<file path="src/source/soc_pkg.sv">
package soc_pkg;

    // address map, one base and mask pair per region.
    localparam logic [31:0] ram_base = 32'h0000_0000;
    localparam logic [31:0] ram_mask = 32'hffff_0000;

    localparam logic [31:0] leds_base = 32'h0001_0000;
    localparam logic [31:0] leds_mask = 32'hffff_fffc;

    localparam logic [31:0] uart_base = 32'h0002_0000;
    localparam logic [31:0] uart_mask = 32'hffff_fff0;

    localparam logic [31:0] timer_base = 32'h0003_0000;
    localparam logic [31:0] timer_mask = 32'hffff_fff0;

    // word offsets within a register region, from address bits 3:2.
    localparam logic [1:0] uart_data_offset = 2'd0;
    localparam logic [1:0] uart_status_offset = 2'd1;
    localparam logic [1:0] timer_low_offset = 2'd0;
    localparam logic [1:0] timer_high_offset = 2'd1;

    localparam int ram_words = 1024;
    localparam int ram_addr_width = $clog2(ram_words);

    // short bit time for simulation.
    localparam int clocks_per_bit = 16;
    localparam int baud_width = $clog2(clocks_per_bit);
    localparam logic [baud_width-1:0] baud_last = baud_width'(clocks_per_bit - 1);

    typedef struct packed {
        logic [31:0] address;
        logic        read;
        logic        write;
        logic [3:0]  write_mask;
        logic [31:0] write_value;
    } mem_req_t;

    typedef struct packed {
        logic [31:0] read_value;
        logic        ready;
    } mem_rsp_t;

    typedef enum logic [2:0] {
        region_ram,
        region_leds,
        region_uart,
        region_timer,
        region_none
    } region_e;

    typedef enum logic [1:0] {
        arb_idle,
        arb_instr,
        arb_data
    } arb_state_e;

    typedef enum logic [1:0] {
        tx_idle,
        tx_start,
        tx_data,
        tx_stop
    } tx_state_e;

endpackage

</file>
<file path="src/source/uart_tx.sv">
`timescale 1ns/1ps

module uart_tx
    import soc_pkg::*;
(
    input  logic        pll_clk,
    input  logic        reset,
    input  logic        sel,
    input  mem_req_t    mem_req,
    output logic        uart_tx,
    output logic [31:0] read_value,
    output logic        ready
);

    tx_state_e state;

    logic [7:0]            shift;
    logic [2:0]            bit_cnt;
    logic [baud_width-1:0] baud_cnt;
    logic [1:0]            offset;
    logic                  busy;
    logic                  data_write;
    logic                  access;
    logic                  load;
    logic                  bit_done;

    assign offset = mem_req.address[3:2];
    assign busy = (state != tx_idle);
    assign data_write = mem_req.write && (offset == uart_data_offset);
    // data writes wait for the line to go idle.
    assign access = sel && (mem_req.read || mem_req.write) && !ready && !(data_write && busy);
    assign load = access && data_write && mem_req.write_mask[0];
    assign bit_done = (baud_cnt == baud_last);

    always_ff @(posedge pll_clk) begin
        if (reset) begin
            state <= tx_idle;
            uart_tx <= 1'b1;
            ready <= 1'b0;
            baud_cnt <= '0;
            bit_cnt <= 3'd0;
        end else begin
            ready <= access;
            baud_cnt <= (state == tx_idle || bit_done) ? '0 : baud_cnt + 1'b1;
            case (state)
                tx_idle: begin
                    if (load) begin
                        state <= tx_start;
                        uart_tx <= 1'b0;
                    end
                end
                tx_start: begin
                    if (bit_done) begin
                        state <= tx_data;
                        bit_cnt <= 3'd0;
                        uart_tx <= shift[0];
                    end
                end
                tx_data: begin
                    if (bit_done) begin
                        bit_cnt <= bit_cnt + 3'd1;
                        if (bit_cnt == 3'd7) begin
                            state <= tx_stop;
                            uart_tx <= 1'b1;
                        end else begin
                            uart_tx <= shift[1];
                        end
                    end
                end
                default: begin
                    if (bit_done) begin
                        state <= tx_idle;
                    end
                end
            endcase
        end
    end

    // lsb first.
    always_ff @(posedge pll_clk) begin
        if (load) begin
            shift <= mem_req.write_value[7:0];
        end else if (state == tx_data && bit_done) begin
            shift <= {1'b0, shift[7:1]};
        end
        if (access) begin
            read_value <= (offset == uart_status_offset) ? {31'h0, busy} : 32'h0;
        end
    end

    idle_line_high: assert property (
        @(posedge pll_clk) disable iff (reset)
        (state == tx_idle) |-> uart_tx
    );

endmodule

</file>
<file path="config.mk">
export PLATFORM = sky130hd
export DESIGN_NAME = uart_tx
export DESIGN_NICKNAME = d
export VERILOG_FILES = /design/src/source/soc_pkg.sv /design/src/source/uart_tx.sv
export SDC_FILE = /design/constraint.sdc
export NUM_CORES = 1
export LEC_CHECK = 0
export BUFFER_PORTS_ARGS = -buffer_cell sky130_fd_sc_hd__buf_4
export CAP_MARGIN = 20
export CELL_PAD_IN_SITES_DETAIL_PLACEMENT = 1
export CELL_PAD_IN_SITES_GLOBAL_PLACEMENT = 1
export CORE_ASPECT_RATIO = 1.2
export CORE_MARGIN = 3
export CORE_UTILIZATION = 23
export CTS_CLUSTER_SIZE = 24
export DETAILED_ROUTE_END_ITERATION = 8
export GPL_TIMING_DRIVEN = 0
export PLACE_DENSITY_LB_ADDON = 0.1
export SYNTH_ARGS = -nofsm -noshare
export SYNTH_HDL_FRONTEND = slang
export SYNTH_SLANG_ARGS = --single-unit
</file>
<file path="constraint.sdc">
create_clock -name pll_clk -period 1.7 [get_ports pll_clk]
set_input_delay 0.255 -clock pll_clk [delete_from_list [all_inputs] [get_ports pll_clk]]
set_output_delay 0.255 -clock pll_clk [all_outputs]
set_load 0.005 [all_outputs]
</file>
# Yosys cells after proc, flatten, opt, wreduce, memory -nomap -nowiden
# Cells that the tools add are included.
# word_totals
register_bits,51
inputBits,73
out_inout_bits,34
wordCells,58
# classes
add_sub_neg,2
eq_ne,9
n_mux,16
n_reduce_logical,23
# op_table
operator,n
two-way mux 8 bit,2
two-way mux 2 bit,5
logical AND 1 bit,8
!= test 2 bit (second input constant),4
nonzero test 2 bit,4
two-way mux 3 bit,2
one-hot mux 2 bit (3 select lines),1
one-hot mux 3 bit (2 select lines),1
AND reduction 5 bit,1
adder 4 x 1 -> 4 bit (second input constant),1
== test 2 x 1 -> 1 bit (second input constant),2
== test 4 bit (second input constant),1
zero test 2 bit,2
two-way mux 1 bit,4
AND reduction 4 bit,1
adder 3 x 1 -> 3 bit (second input constant),1
== test 3 bit (second input constant),1
one-hot mux 1 bit (3 select lines),1
AND reduction 3 bit,1
nonzero test 3 bit,1
== test 2 bit (second input constant),1
zero test 1 bit,2
logical OR 1 bit,2
OR reduction 2 bit,1

# Depth between registers and ports, before layout
# Gate-level depths: netlist of the first run.
# depth
ltp_word,9
depth_mapped,7
ltp_nobuf,6

# Least setup slack after synthesis of the first run
# OpenSTA, ideal clock, no wires.
# synth_path
path_type,reg2reg
startpoint,register state[0]
endpoint,register shift[0] (data pin)
setup_time_ns,0.260
t_arrival_ns,1.554
required_ns,1.440
slack_ns,-0.114
stages_incl_launch_ff,8
n_path_buf,1
synth_period_minus_slack_ns,1.814
path_cell_list,dfxtp_1 inv_1 ha_1 buf_4 nor4b_2 or3_4 nor2_8 mux2_2
# synth_via
elab_chain_len,7
# synth_lines
element,line,rtl
from (decl),uart_tx.sv:15,tx_state_e state;
from (signal assigned),uart_tx.sv:37,state <= tx_idle;
from (signal assigned),uart_tx.sv:48,state <= tx_start;
from (signal assigned),uart_tx.sv:54,state <= tx_data;
nonzero test 2 bit,uart_tx.sv:28,assign busy = (state != tx_idle);
logical AND 1 bit,uart_tx.sv:31,assign access = sel && (mem_req.read || mem_req.write) && !ready && !(data_write && busy);
zero test 1 bit,uart_tx.sv:31,
logical AND 1 bit,uart_tx.sv:31,
logical AND 1 bit (2 in series),uart_tx.sv:32,assign load = access && data_write && mem_req.write_mask[0];
two-way mux 8 bit,uart_tx.sv:81,if (load) begin
to (signal assigned),uart_tx.sv:82,shift <= mem_req.write_value[7:0];
to (signal assigned),uart_tx.sv:84,"shift <= {1'b0, shift[7:1]};"
to (decl),uart_tx.sv:17,logic [7:0] shift;
# No other way between the ends.
# A chain may end at the register's enable or synchronous reset.

# Final worst setup path of the first run
# layout_path
startpoint,register state[0]
endpoint,register shift[5] (data pin)
# Same word-level chain as after synthesis.

==> key figures, run 1 <==
Yosys
  – Register area share after synthesis: 39.80%
  – Syn Inst Count: 115
  – Yosys cell types: 37
  – Mapped cell area: 1232 um^2
  – Syn. warnings: 0
  – Yosys reg bits: 20
  – Avg Inst Size Synth: 10.72 um^2

Finish
  – Fin cells: 236
  – Share of layout cells above drive strength 1: 49.43%
  – Synthesis-to-finish area growth: 45.18%
  – Register area: 493.0 um^2
  – Fin area: 1789 um^2
  – Post-layout nets: 256
  – # diodes: 0
  – Fill cell count: 589
  – Multi-input gate area: 683.2 um^2

Run
  – Maxcap violations: 0

Setup path
  – CP max FO: 5
  – CP Data Arrival Time: 1750 ps
  – Buf/Inv on CP: 1
  – CP cell instances: inv_2, ha_4, nor4b_4, or3_4, nor2_8, mux2_4
  – Nature of the critical path endpoint: register
  – Required time worst endpoint: 1710 ps
  – Kind of critical path: register to register
  – Max stage delay on crit path: 390 ps
  – Slowest CP cell: or3_4
  – CP top delay family: simple AND/OR/NAND/NOR gates
  – Worst Setup Start Kind: register

Die
  – Starting Density: 24.43%
  – Die area: 6277 um^2
  – Core area: 5045 um^2
  – # rows: 28
  – Die height: 86.19 um
  – Chip width: 72.83 um
  – # IOs: 107

Power
  – Static leakage: 0.8455 nW
  – Total power: 1.419 mW
  – PD cells: 793.2 nW/um^2
  – Peak supply drop: 0.5069 mV

Clock tree
  – Clock Pin Slew Worst Setup and Hold Paths: 80 ps
  – CTS Sinks: 20
  – Max clock buf depth: 2
  – Hold-fix buffers, CTS: 0
  – TritonCTS clock tree: yes
  – CTS H-tree depth: 1
  – Clk root buf: clkbuf_8
  – Clk_lat worst skew: 260 ps
  – Num CTS Buffers: 3

GRT
  – First-pass GRT wire length: 4381 um
  – Total grt overflow: 0
  – Initial antenna violation count: 0
  – Total global routing track utilization: 9.069%
  – Largest net degree at the start of global routing: 13
  – Vias in the first global route: 921

Drt
  – DRC Markers: 0
  – DR vias: 947
  – Total routed wirelength: 2887 um
  – DRT Pass-1 Iters: 2
  – Routed len/inst: 12.23 um
  – Post-route ant nets: 0
  – Vias/cell: 4.013
  – 1st-iter DRT viols: 28

STA
  – Final period utilization: 102.0%
  – RSZ-0062 raised after global routing: yes
  – Clock skew: 3.230 ps
  – Fin Setup TNS: -199.7 ps
  – Final Hold Fails: 0
  – Fin worst setup slack: -34.31 ps
  – Final-report max-slew violation count: 0
  – Worst Max-Slew Pin Slew: 507.5 ps
  – Slew HR: 65.88%
  – Setup-failing EPs final: 7
  – Final min period: 1734 ps
  – Max Fclk: 0.5766 GHz
  – Hold slack: 278.6 ps

Placed design
  – Placed insts: 223
  – Placement Cell Area: 1578 um^2
  – Gp weighted congestion: 0.6516
  – Post-DP HPWL: 2057 um
  – Port Buffers: 18

Status
  – Violated checks: setup timing
  – Outcome: finished, violations left

Worst hold path
  – Min-delay worst type: input pin to register
==> per-stage QoR <==
stage / utilization, % / worst slack (ps)
after floorplan: - / -59.44
after global placement: 31.27 / -205.1
after detailed placement: 31.27 / -267.7
after CTS: 34.72 / -100.2
after global routing: 35.47 / -80.15
final: 35.47 / -34.31
==> synthesized netlist by cell type <==
| master | count | area share, % |
|---|---|---|
| buf_2 | 1 | 0.41 |
| dfxtp_1 | 11 | 18 |
| xor2_1 | 1 | 0.71 |
| o21a_1 | 1 | 0.61 |
| o21ai_0 | 1 | 0.41 |
| o2111ai_1 | 1 | 0.71 |
| ha_1 | 6 | 6.1 |
| a21o_1 | 1 | 0.61 |
| mux2i_1 | 1 | 0.81 |
| a32oi_1 | 2 | 1.4 |
| a211oi_1 | 1 | 0.61 |
| nand3_1 | 1 | 0.41 |
| nor3b_1 | 2 | 1.2 |
| o31ai_1 | 1 | 0.61 |
| nand4bb_4 | 1 | 2.2 |
| xnor2_1 | 1 | 0.71 |
| mux2_2 | 7 | 6.4 |
| a21oi_1 | 3 | 1.2 |
| nor4b_2 | 1 | 1.2 |
| nor4b_1 | 1 | 0.71 |
| and2_1 | 1 | 0.51 |
| buf_4 | 32 | 19 |
| nor2_8 | 1 | 1.6 |
| conb_1 | 1 | 0.30 |
| nand2b_1 | 4 | 2.0 |
| o221a_2 | 1 | 0.91 |
| and3_1 | 1 | 0.51 |
| a31oi_1 | 1 | 0.51 |
| inv_1 | 4 | 1.2 |
| or3_4 | 1 | 0.91 |
| nand2_1 | 3 | 0.91 |
| edfxtp_1 | 9 | 22 |
| clkbuf_1 | 2 | 0.61 |
| nor4_1 | 2 | 1.0 |
| nor3_1 | 1 | 0.41 |
| nor2_1 | 5 | 1.5 |
| nand3b_1 | 1 | 0.61 |
==> cells by family after synthesis <==
| family | after synthesis | share of synthesized area (%) |
|---|---|---|
| other | 1 | 0.3043 |
| AND/OR/NAND/NOR | 26 | 15.84 |
| flip-flops | 20 | 39.80 |
| XOR/XNOR | 2 | 1.422 |
| buffers and inverters | 39 | 21.73 |
| AO/OA/AOI/OAI | 13 | 7.615 |
| adder cells (fa/ha/maj) | 6 | 6.091 |
| multiplexers | 8 | 7.209 |
==> worst reg2reg max path, cell delays in order (launching register included) <==
cell and delay [ps]:
dfxtp_2 330, inv_2 70, ha_4 160, nor4b_4 50, or3_4 390, nor2_8 180, mux2_4 320
==> area by class of cell <==
| type | instances | share of cell area, % |
|---|---|---|
| Buffer | 33 | 13.50 |
| Clock buffer | 3 | 2.308 |
| Clock inverter | 1 | 1.678 |
| Inverter | 4 | 0.8392 |
| Multi-Input combinational cell | 87 | 38.18 |
| Sequential cell | 20 | 27.55 |
| Tap cell | 60 | 4.196 |
| Timing Repair Buffer | 28 | 11.75 |
==> report_power, final <==
part / total [mW] / internal [mW] / switching (mW)
combinational: 0.402 / 0.221 / 0.180
sequential: 0.543 / 0.527 / 0.0161
clock: 0.474 / 0.314 / 0.160
==> metal layers <==
metal | vias to the layer above | track usage [%] | part of all wire [%]
met3 | 2 | 2.668 | 7.3
met4 | 0 | 2.013 | 0.76
met1 | 451 | 9.162 | 37
met2 | 33 | 17.82 | 55
li1 | 461 | - | -
met5 | - | 0 | 0
==> cells in the final DEF (no fill, tap or decap), types with 2 or more instances in the layout <==
cell | Yosys | layout
a21oi_1 | 3 | 3
a32oi_1 | 2 | 2
buf_4 | 32 | 59
clkbuf_8 | 0 | 3
conb_1 | 1 | 31
dfxtp_1 | 11 | 9
dfxtp_2 | 0 | 2
edfxtp_1 | 9 | 9
ha_1 | 6 | 4
inv_1 | 4 | 2
inv_2 | 0 | 2
mux2_4 | 0 | 7
nand2_1 | 3 | 3
nand2b_1 | 4 | 4
nor2_1 | 5 | 5
nor4_1 | 2 | 2
==> sequential cells by signal (all words and copies together) (netlist names) <==
register / count
baud_cnt: 4
bit_cnt: 3
read_value: 1
ready: 1
shift: 8
state: 2
uart_tx: 1
==> repair_timing <==
action / 4_1_cts / 5_1_grt
setup endpoints to repair: 16 / 18
buffers inserted: 8 / 2
pin swaps: 4 / 2
gates cloned: 1 / 0
resized for setup: 11 / 4
==> worst paths after layout <==
check	endpoint	cells past startpoint	slack [ps]	start
setup / recovery	shift[5]	6	-30	state[0]
hold / removal	state[1]	3	280	reset
setup reg to reg	shift[5]	6	-30	state[0]
hold reg to reg	baud_cnt[0]	1	470	baud_cnt[0]
No activity file was read; power rests on OpenSTA's default activity.
==> run 2: changes to the inputs <==
CORE_ASPECT_RATIO = 1.25   (was 1.2)
==> run 2 against run 1 <==
Against the previous run:
- the flow still finishes with violations (setup timing)
- maximum frequency fell by 0.21%
- cell area fell by 3.7%
- count of clock-buffer cells in the layout rose by 1
- setup slack got worse by 3.7 ps
- largest power group unchanged
==> key figures, run 2 (same netlist as run 1, synthesis figures left out) <==
Setup path
  – Kind of critical path: register to register
  – CP Data Arrival Time: 1750 ps (about the same)
  – Buf/Inv on CP: 1 (unchanged)
  – Max stage delay on crit path: 380 ps (about the same)
  – CP cell instances: inv_2, ha_4, nor4b_2, or3_4, nor2_4, mux2_4
  – Required time worst endpoint: 1720 ps (about the same)
  – CP top delay family: simple AND/OR/NAND/NOR gates
  – Nature of the critical path endpoint: register
  – Worst Setup Start Kind: register
  – Slowest CP cell: or3_4
  – CP max FO: 4 (-1)

STA
  – Fin worst setup slack: -38.02 ps (-3.716 ps)
  – Clock skew: 2.076 ps (-1.154 ps)
  – Slew HR: 66.07% (+0.19 points)
  – Fin Setup TNS: -96.85 ps (+102.9 ps)
  – Final Hold Fails: 0 (unchanged)
  – Final min period: 1738 ps (+3.716 ps)
  – Final period utilization: 102.2% (+0.22 points)
  – Final-report max-slew violation count: 0 (unchanged)
  – Max Fclk: 0.5754 GHz (-0.21%)
  – Setup-failing EPs final: 7 (unchanged)
  – RSZ-0062 raised after global routing: yes
  – Worst Max-Slew Pin Slew: 509.0 ps (+1.463 ps)

Drt
  – DRC Markers: 0 (unchanged)
  – Vias/cell: 3.877 (-3.4%)
  – DR vias: 911 (-3.8%)
  – Routed len/inst: 11.49 um (-6.0%)
  – Post-route ant nets: 0 (unchanged)
  – DRT Pass-1 Iters: 4 (+2)
  – 1st-iter DRT viols: 7 (-75%)
  – Total routed wirelength: 2701 um (-6.4%)

Clock tree
  – Clk_lat worst skew: 260 ps (about the same)
  – CTS Sinks: 20 (unchanged)
  – Max clock buf depth: 2 (unchanged)
  – Num CTS Buffers: 3 (unchanged)
  – CTS H-tree depth: 1 (unchanged)
  – Hold-fix buffers, CTS: 0 (unchanged)
  – Clock Pin Slew Worst Setup and Hold Paths: 80 ps (about the same)
  – TritonCTS clock tree: yes
  – Clk root buf: clkbuf_8

Placed design
  – Placement Cell Area: 1580 um^2 (+0.16%)
  – Port Buffers: 18 (unchanged)
  – Gp weighted congestion: 0.7605 (+17%)
  – Post-DP HPWL: 2094 um (+1.8%)

Finish
  – Synthesis-to-finish area growth: 39.80%
  – Fill cell count: 606 (+2.9%)
  – Largest register FFs: 8 (unchanged)
  – Register area: 493.0 um^2 (unchanged)
  – Fin area: 1723 um^2 (-3.7%)
  – # diodes: 0 (unchanged)
  – Top Registers: shift (8), baud_cnt (4), bit_cnt (3)
  – Multi-input gate area: 653.1 um^2 (-4.4%)
  – Largest Register: shift
  – Share of layout cells above drive strength 1: 47.40% (-2.0 points)
  – Post-layout nets: 253 (-1.2%)
  – Most common cell after layout, fill and taps aside: buf_4
  – Most frequent cells in the layout: 56 x buf_4, 31 x conb_1, 9 x dfxtp_1, 9 x edfxtp_1, 7 x mux2_4

Power
  – Peak supply drop: 0.3993 mV (-21%)
  – Static leakage: 0.8153 nW (-3.6%)
  – PD cells: 740.1 nW/um^2 (-6.7%)

Die
  – Die area: 6278 um^2 (about the same)
  – # IOs: 107 (unchanged)
  – Chip width: 71.48 um (-1.9%)
  – Starting Density: 24.09% (-0.34 points)
  – # rows: 29 (+3.6%)
  – Die height: 87.84 um (+1.9%)
  – Core area: 5116 um^2 (+1.4%)

GRT
  – Initial antenna violation count: 0 (unchanged)
  – First-pass GRT wire length: 4443 um (+1.4%)
  – Largest net degree at the start of global routing: 12 (-1)
  – Total global routing track utilization: 8.839% (-0.23 points)
  – Total grt overflow: 0 (unchanged)
  – Vias in the first global route: 923 (+0.22%)

Status
  – Outcome: finished, violations left
  – Violated checks: setup timing

Run
  – Maxcap violations: 0 (unchanged)

Worst hold path
  – Min-delay worst type: input pin to register
==> run 2: path summary, 6_finish.rpt <==
kind | start | end | slack (ps) | cells after the start
max | state[1] | shift[2] | -40 | 6
min | mem_req[7] | shift[7] | 280 | 2
max reg2reg | state[1] | shift[2] | -40 | 6
min reg2reg | baud_cnt[0] | baud_cnt[0] | 460 | 1
==> run 2: stage by stage <==
step | cells | worst slack, ps | util [%] | hold WS (ps) | power, mW
3_5_place_dp | 225 | -236.6 | 30.89 | 455.9 | 0.8859
4_1_cts | 235 | -106.0 | 33.55 | 282.4 | 1.282
3_3_place_gp | 225 | -193.0 | 30.89 | 441.6 | 0.8731
5_1_grt | 235 | -106.2 | 33.68 | 279.8 | 1.366
6_report | 235 | -38.02 | 33.68 | 284.3 | 1.275
2_1_floorplan | 145 | -59.44 | - | 427.7 | 0.7874
==> run 2: final cells by class <==
cell class / instances / share of cell area (%)
Buffer: 33 / 14.02
Clock buffer: 4 / 3.195
Inverter: 4 / 0.8715
Multi-Input combinational cell: 87 / 37.91
Sequential cell: 20 / 28.61
Tap cell: 62 / 4.503
Timing Repair Buffer: 25 / 10.89
==> run 2: report_power, final <==
group / switching (mW) / internal [mW] / total, mW / leakage, nW
Sequential: 0.0154 / 0.527 / 0.542 / 0.176
Clock: 0.163 / 0.206 / 0.369 / 0.0288
Combinational: 0.164 / 0.200 / 0.363 / 0.610
==> run 2: routing by layer <==
metal	global-route usage, %	part of all wire, %
met4	2.564	0.78
met2	16.56	53
met5	0	0
met3	2.067	5.7
met1	9.847	41
==> run 2: what timing repair did <==
action | CTS | global route
gates cloned | 1 | 0
buffers inserted | 6 | 1
resized for setup | 9 | 1
setup endpoints to repair | 16 | 20
pin swaps | 5 | 3
==> run 3: changes to the inputs <==
CORE_UTILIZATION = 28   (was 23)
SETUP_SLACK_MARGIN = 0.05   (was default)
clock period = 2.2 ns   (was 1.7 ns; I/O delays follow)
==> run 3 against run 2 <==
Against the previous run:
- the run now ends clean
- maximum frequency decreased by 12%
- sequential share of layout area increased by 2.1 points
- highest routed layer unchanged
- total power decreased by 29%
- first-iteration DRC count unchanged
- via count decreased by 3.3%
- die area decreased by 17%
- cell area decreased by 7.4%
==> key figures, run 3 (same netlist as run 1, synthesis figures left out) <==
STA
  – RSZ-0062 raised after global routing: no
  – Final period utilization: 90.14% (-12 points)
  – Final min period: 1983 ps (+245.2 ps)
  – Fin Setup TNS: 0 ps (+96.85 ps)
  – Final Hold Fails: 0 (unchanged)
  – Max Fclk: 0.5042 GHz (-12%)
  – Hold slack: 348.5 ps (+64.16 ps)
  – Setup-failing EPs final: 0 (-7)
  – Final-report max-slew violation count: 0 (unchanged)
  – Clock skew: 4.150 ps (+2.074 ps)

Die
  – Chip width: 65.34 um (-8.6%)
  – Starting Density: 29.60% (+5.5 points)
  – # IOs: 107 (unchanged)
  – # rows: 26 (-10%)
  – Core area: 4164 um^2 (-19%)
  – Die area: 5239 um^2 (-17%)
  – Die height: 80.18 um (-8.7%)

Clock tree
  – CTS Sinks: 20 (unchanged)
  – CTS H-tree depth: 1 (unchanged)
  – Clk root buf: clkbuf_8
  – Post-CTS sizing: 0 (-9)
  – Num CTS Buffers: 3 (unchanged)
  – Clk_lat worst skew: 260 ps (about the same)
  – Clock Pin Slew Worst Setup and Hold Paths: 80 ps (about the same)
  – TritonCTS clock tree: yes
  – Hold-fix buffers, CTS: 0 (unchanged)
  – Setup Buffers After CTS: 0 (-6)
  – Max clock buf depth: 2 (unchanged)

GRT
  – Largest net degree at the start of global routing: 12 (unchanged)
  – Vias in the first global route: 945 (+2.4%)
  – Total grt overflow: 0 (unchanged)
  – Total global routing track utilization: 10.33% (+1.5 points)
  – Initial antenna violation count: 0 (unchanged)
  – First-pass GRT wire length: 4112 um (-7.4%)

Finish
  – Largest register FFs: 8 (unchanged)
  – Synthesis-to-finish area growth: 29.44%
  – Most common cell after layout, fill and taps aside: buf_4
  – Post-layout nets: 247 (-2.4%)
  – Most frequent cells in the layout: 50 x buf_4, 31 x conb_1, 11 x dfxtp_1
  – Fill cell count: 513 (-15%)
  – # diodes: 0 (unchanged)
  – Largest Register: shift
  – Share of layout cells above drive strength 1: 39.52% (-7.9 points)
  – Top Registers: shift (8), baud_cnt (4), bit_cnt (3)

Power
  – Total power: 0.9022 mW (-29%)
  – Static leakage: 0.7625 nW (-6.5%)
  – Peak supply drop: 0.2554 mV (-36%)
  – PD cells: 565.5 nW/um^2 (-24%)

Drt
  – DRC Markers: 0 (unchanged)
  – Routed len/inst: 10.95 um (-4.7%)
  – Vias/cell: 3.951 (+1.9%)
  – Post-route ant nets: 0 (unchanged)
  – DRT Pass-1 Iters: 3 (-1)
  – DR vias: 881 (-3.3%)
  – 1st-iter DRT viols: 7 (unchanged)
  – Total routed wirelength: 2442 um (-9.6%)

Setup path
  – Kind of critical path: register to register
  – Nature of the critical path endpoint: register
  – CP top delay family: simple AND/OR/NAND/NOR gates
  – CP Data Arrival Time: 1920 ps (+170 ps)
  – Required time worst endpoint: 2140 ps (+420 ps)
  – Max stage delay on crit path: 370 ps (about the same)
  – Worst Setup Start Kind: register
  – CP max FO: 9 (+5)
  – Slowest CP cell: or3_4
  – CP cell instances: inv_1, ha_1, buf_4, nor4b_2, or3_4, nor2_8, a21o_1
  – Buf/Inv on CP: 2 (+1)

Placed design
  – Post-DP HPWL: 1971 um (-5.9%)
  – Gp weighted congestion: 0.6700 (-12%)
  – Port Buffers: 18 (unchanged)

Run
  – Maxcap violations: 0 (unchanged)

Worst hold path
  – Min-delay worst type: input pin to register

Status
  – Outcome: finished, final reports clean
-- run 3: cell count changes in the layout (fill, tap and decap cells not counted), moves of 2 or more --
cell,change
inv_2,-2
ha_1,+2
inv_1,+2
dfxtp_2,-2
dfxtp_1,+2
mux2_4,-7
mux2_2,+7
buf_4,-6
-- run 3: routing by layer --
metal | up-vias | GRT usage, % | part of all wire (%) | wire, um
met1 | 399 | 10.13 | 36 | 890
met4 | 0 | 5.602 | 2.1 | 52
met2 | 34 | 19.25 | 53 | 1292
li1 | 443 | - | - | -
met3 | 5 | 2.797 | 8.4 | 206
met5 | - | 0 | 0 | 0
-- run 3: worst paths after layout --
| check | from | endpoint | slack, ps | cells past startpoint |
|---|---|---|---|---|
| worst min register to register | baud_cnt[0] | baud_cnt[0] | 480 | 1 |
| worst min-delay path | mem_req[7] | shift[7] | 350 | 2 |
| worst max-delay path | state[1] | shift[6] | 220 | 7 |
| worst max register to register | state[1] | shift[6] | 220 | 7 |
-- run 3: through the flow --
stage	area (um^2)	util [%]	cells	setup slack, ps
final	1595	38.31	223	216.8
after global routing	1595	38.31	223	76.15
after CTS	1595	38.31	223	152.5
after detailed placement	1550	37.23	219	159.7
after global placement	1550	37.23	219	187.7
after floorplan	1345	-	145	385.9
-- run 3: layout make-up --
class / count / area [um^2] / area share, %
buffer: 35 / 252.7 / 15.84
clock buffer: 3 / 41.29 / 2.588
clock inverter: 1 / 3.754 / 0.2353
inverter: 4 / 15.01 / 0.9412
multi-input combinational: 86 / 586.8 / 36.78
sequential: 20 / 490.5 / 30.75
tap: 56 / 70.07 / 4.392
timing repair buffer: 18 / 135.1 / 8.471
-- run 3: worst reg2reg max path, stage by stage, from the launching register on --
cell,delay [ps]
dfxtp_1,330
inv_1,90
ha_1,150
buf_4,160
nor4b_2,60
or3_4,370
nor2_8,200
a21o_1,300
-- run 3: report_power, final --
group	leakage [nW]	internal [mW]	total [mW]	switching, mW
sequential	0.175	0.406	0.417	0.0115
combinational	0.564	0.124	0.232	0.108
clock	0.0231	0.125	0.252	0.128
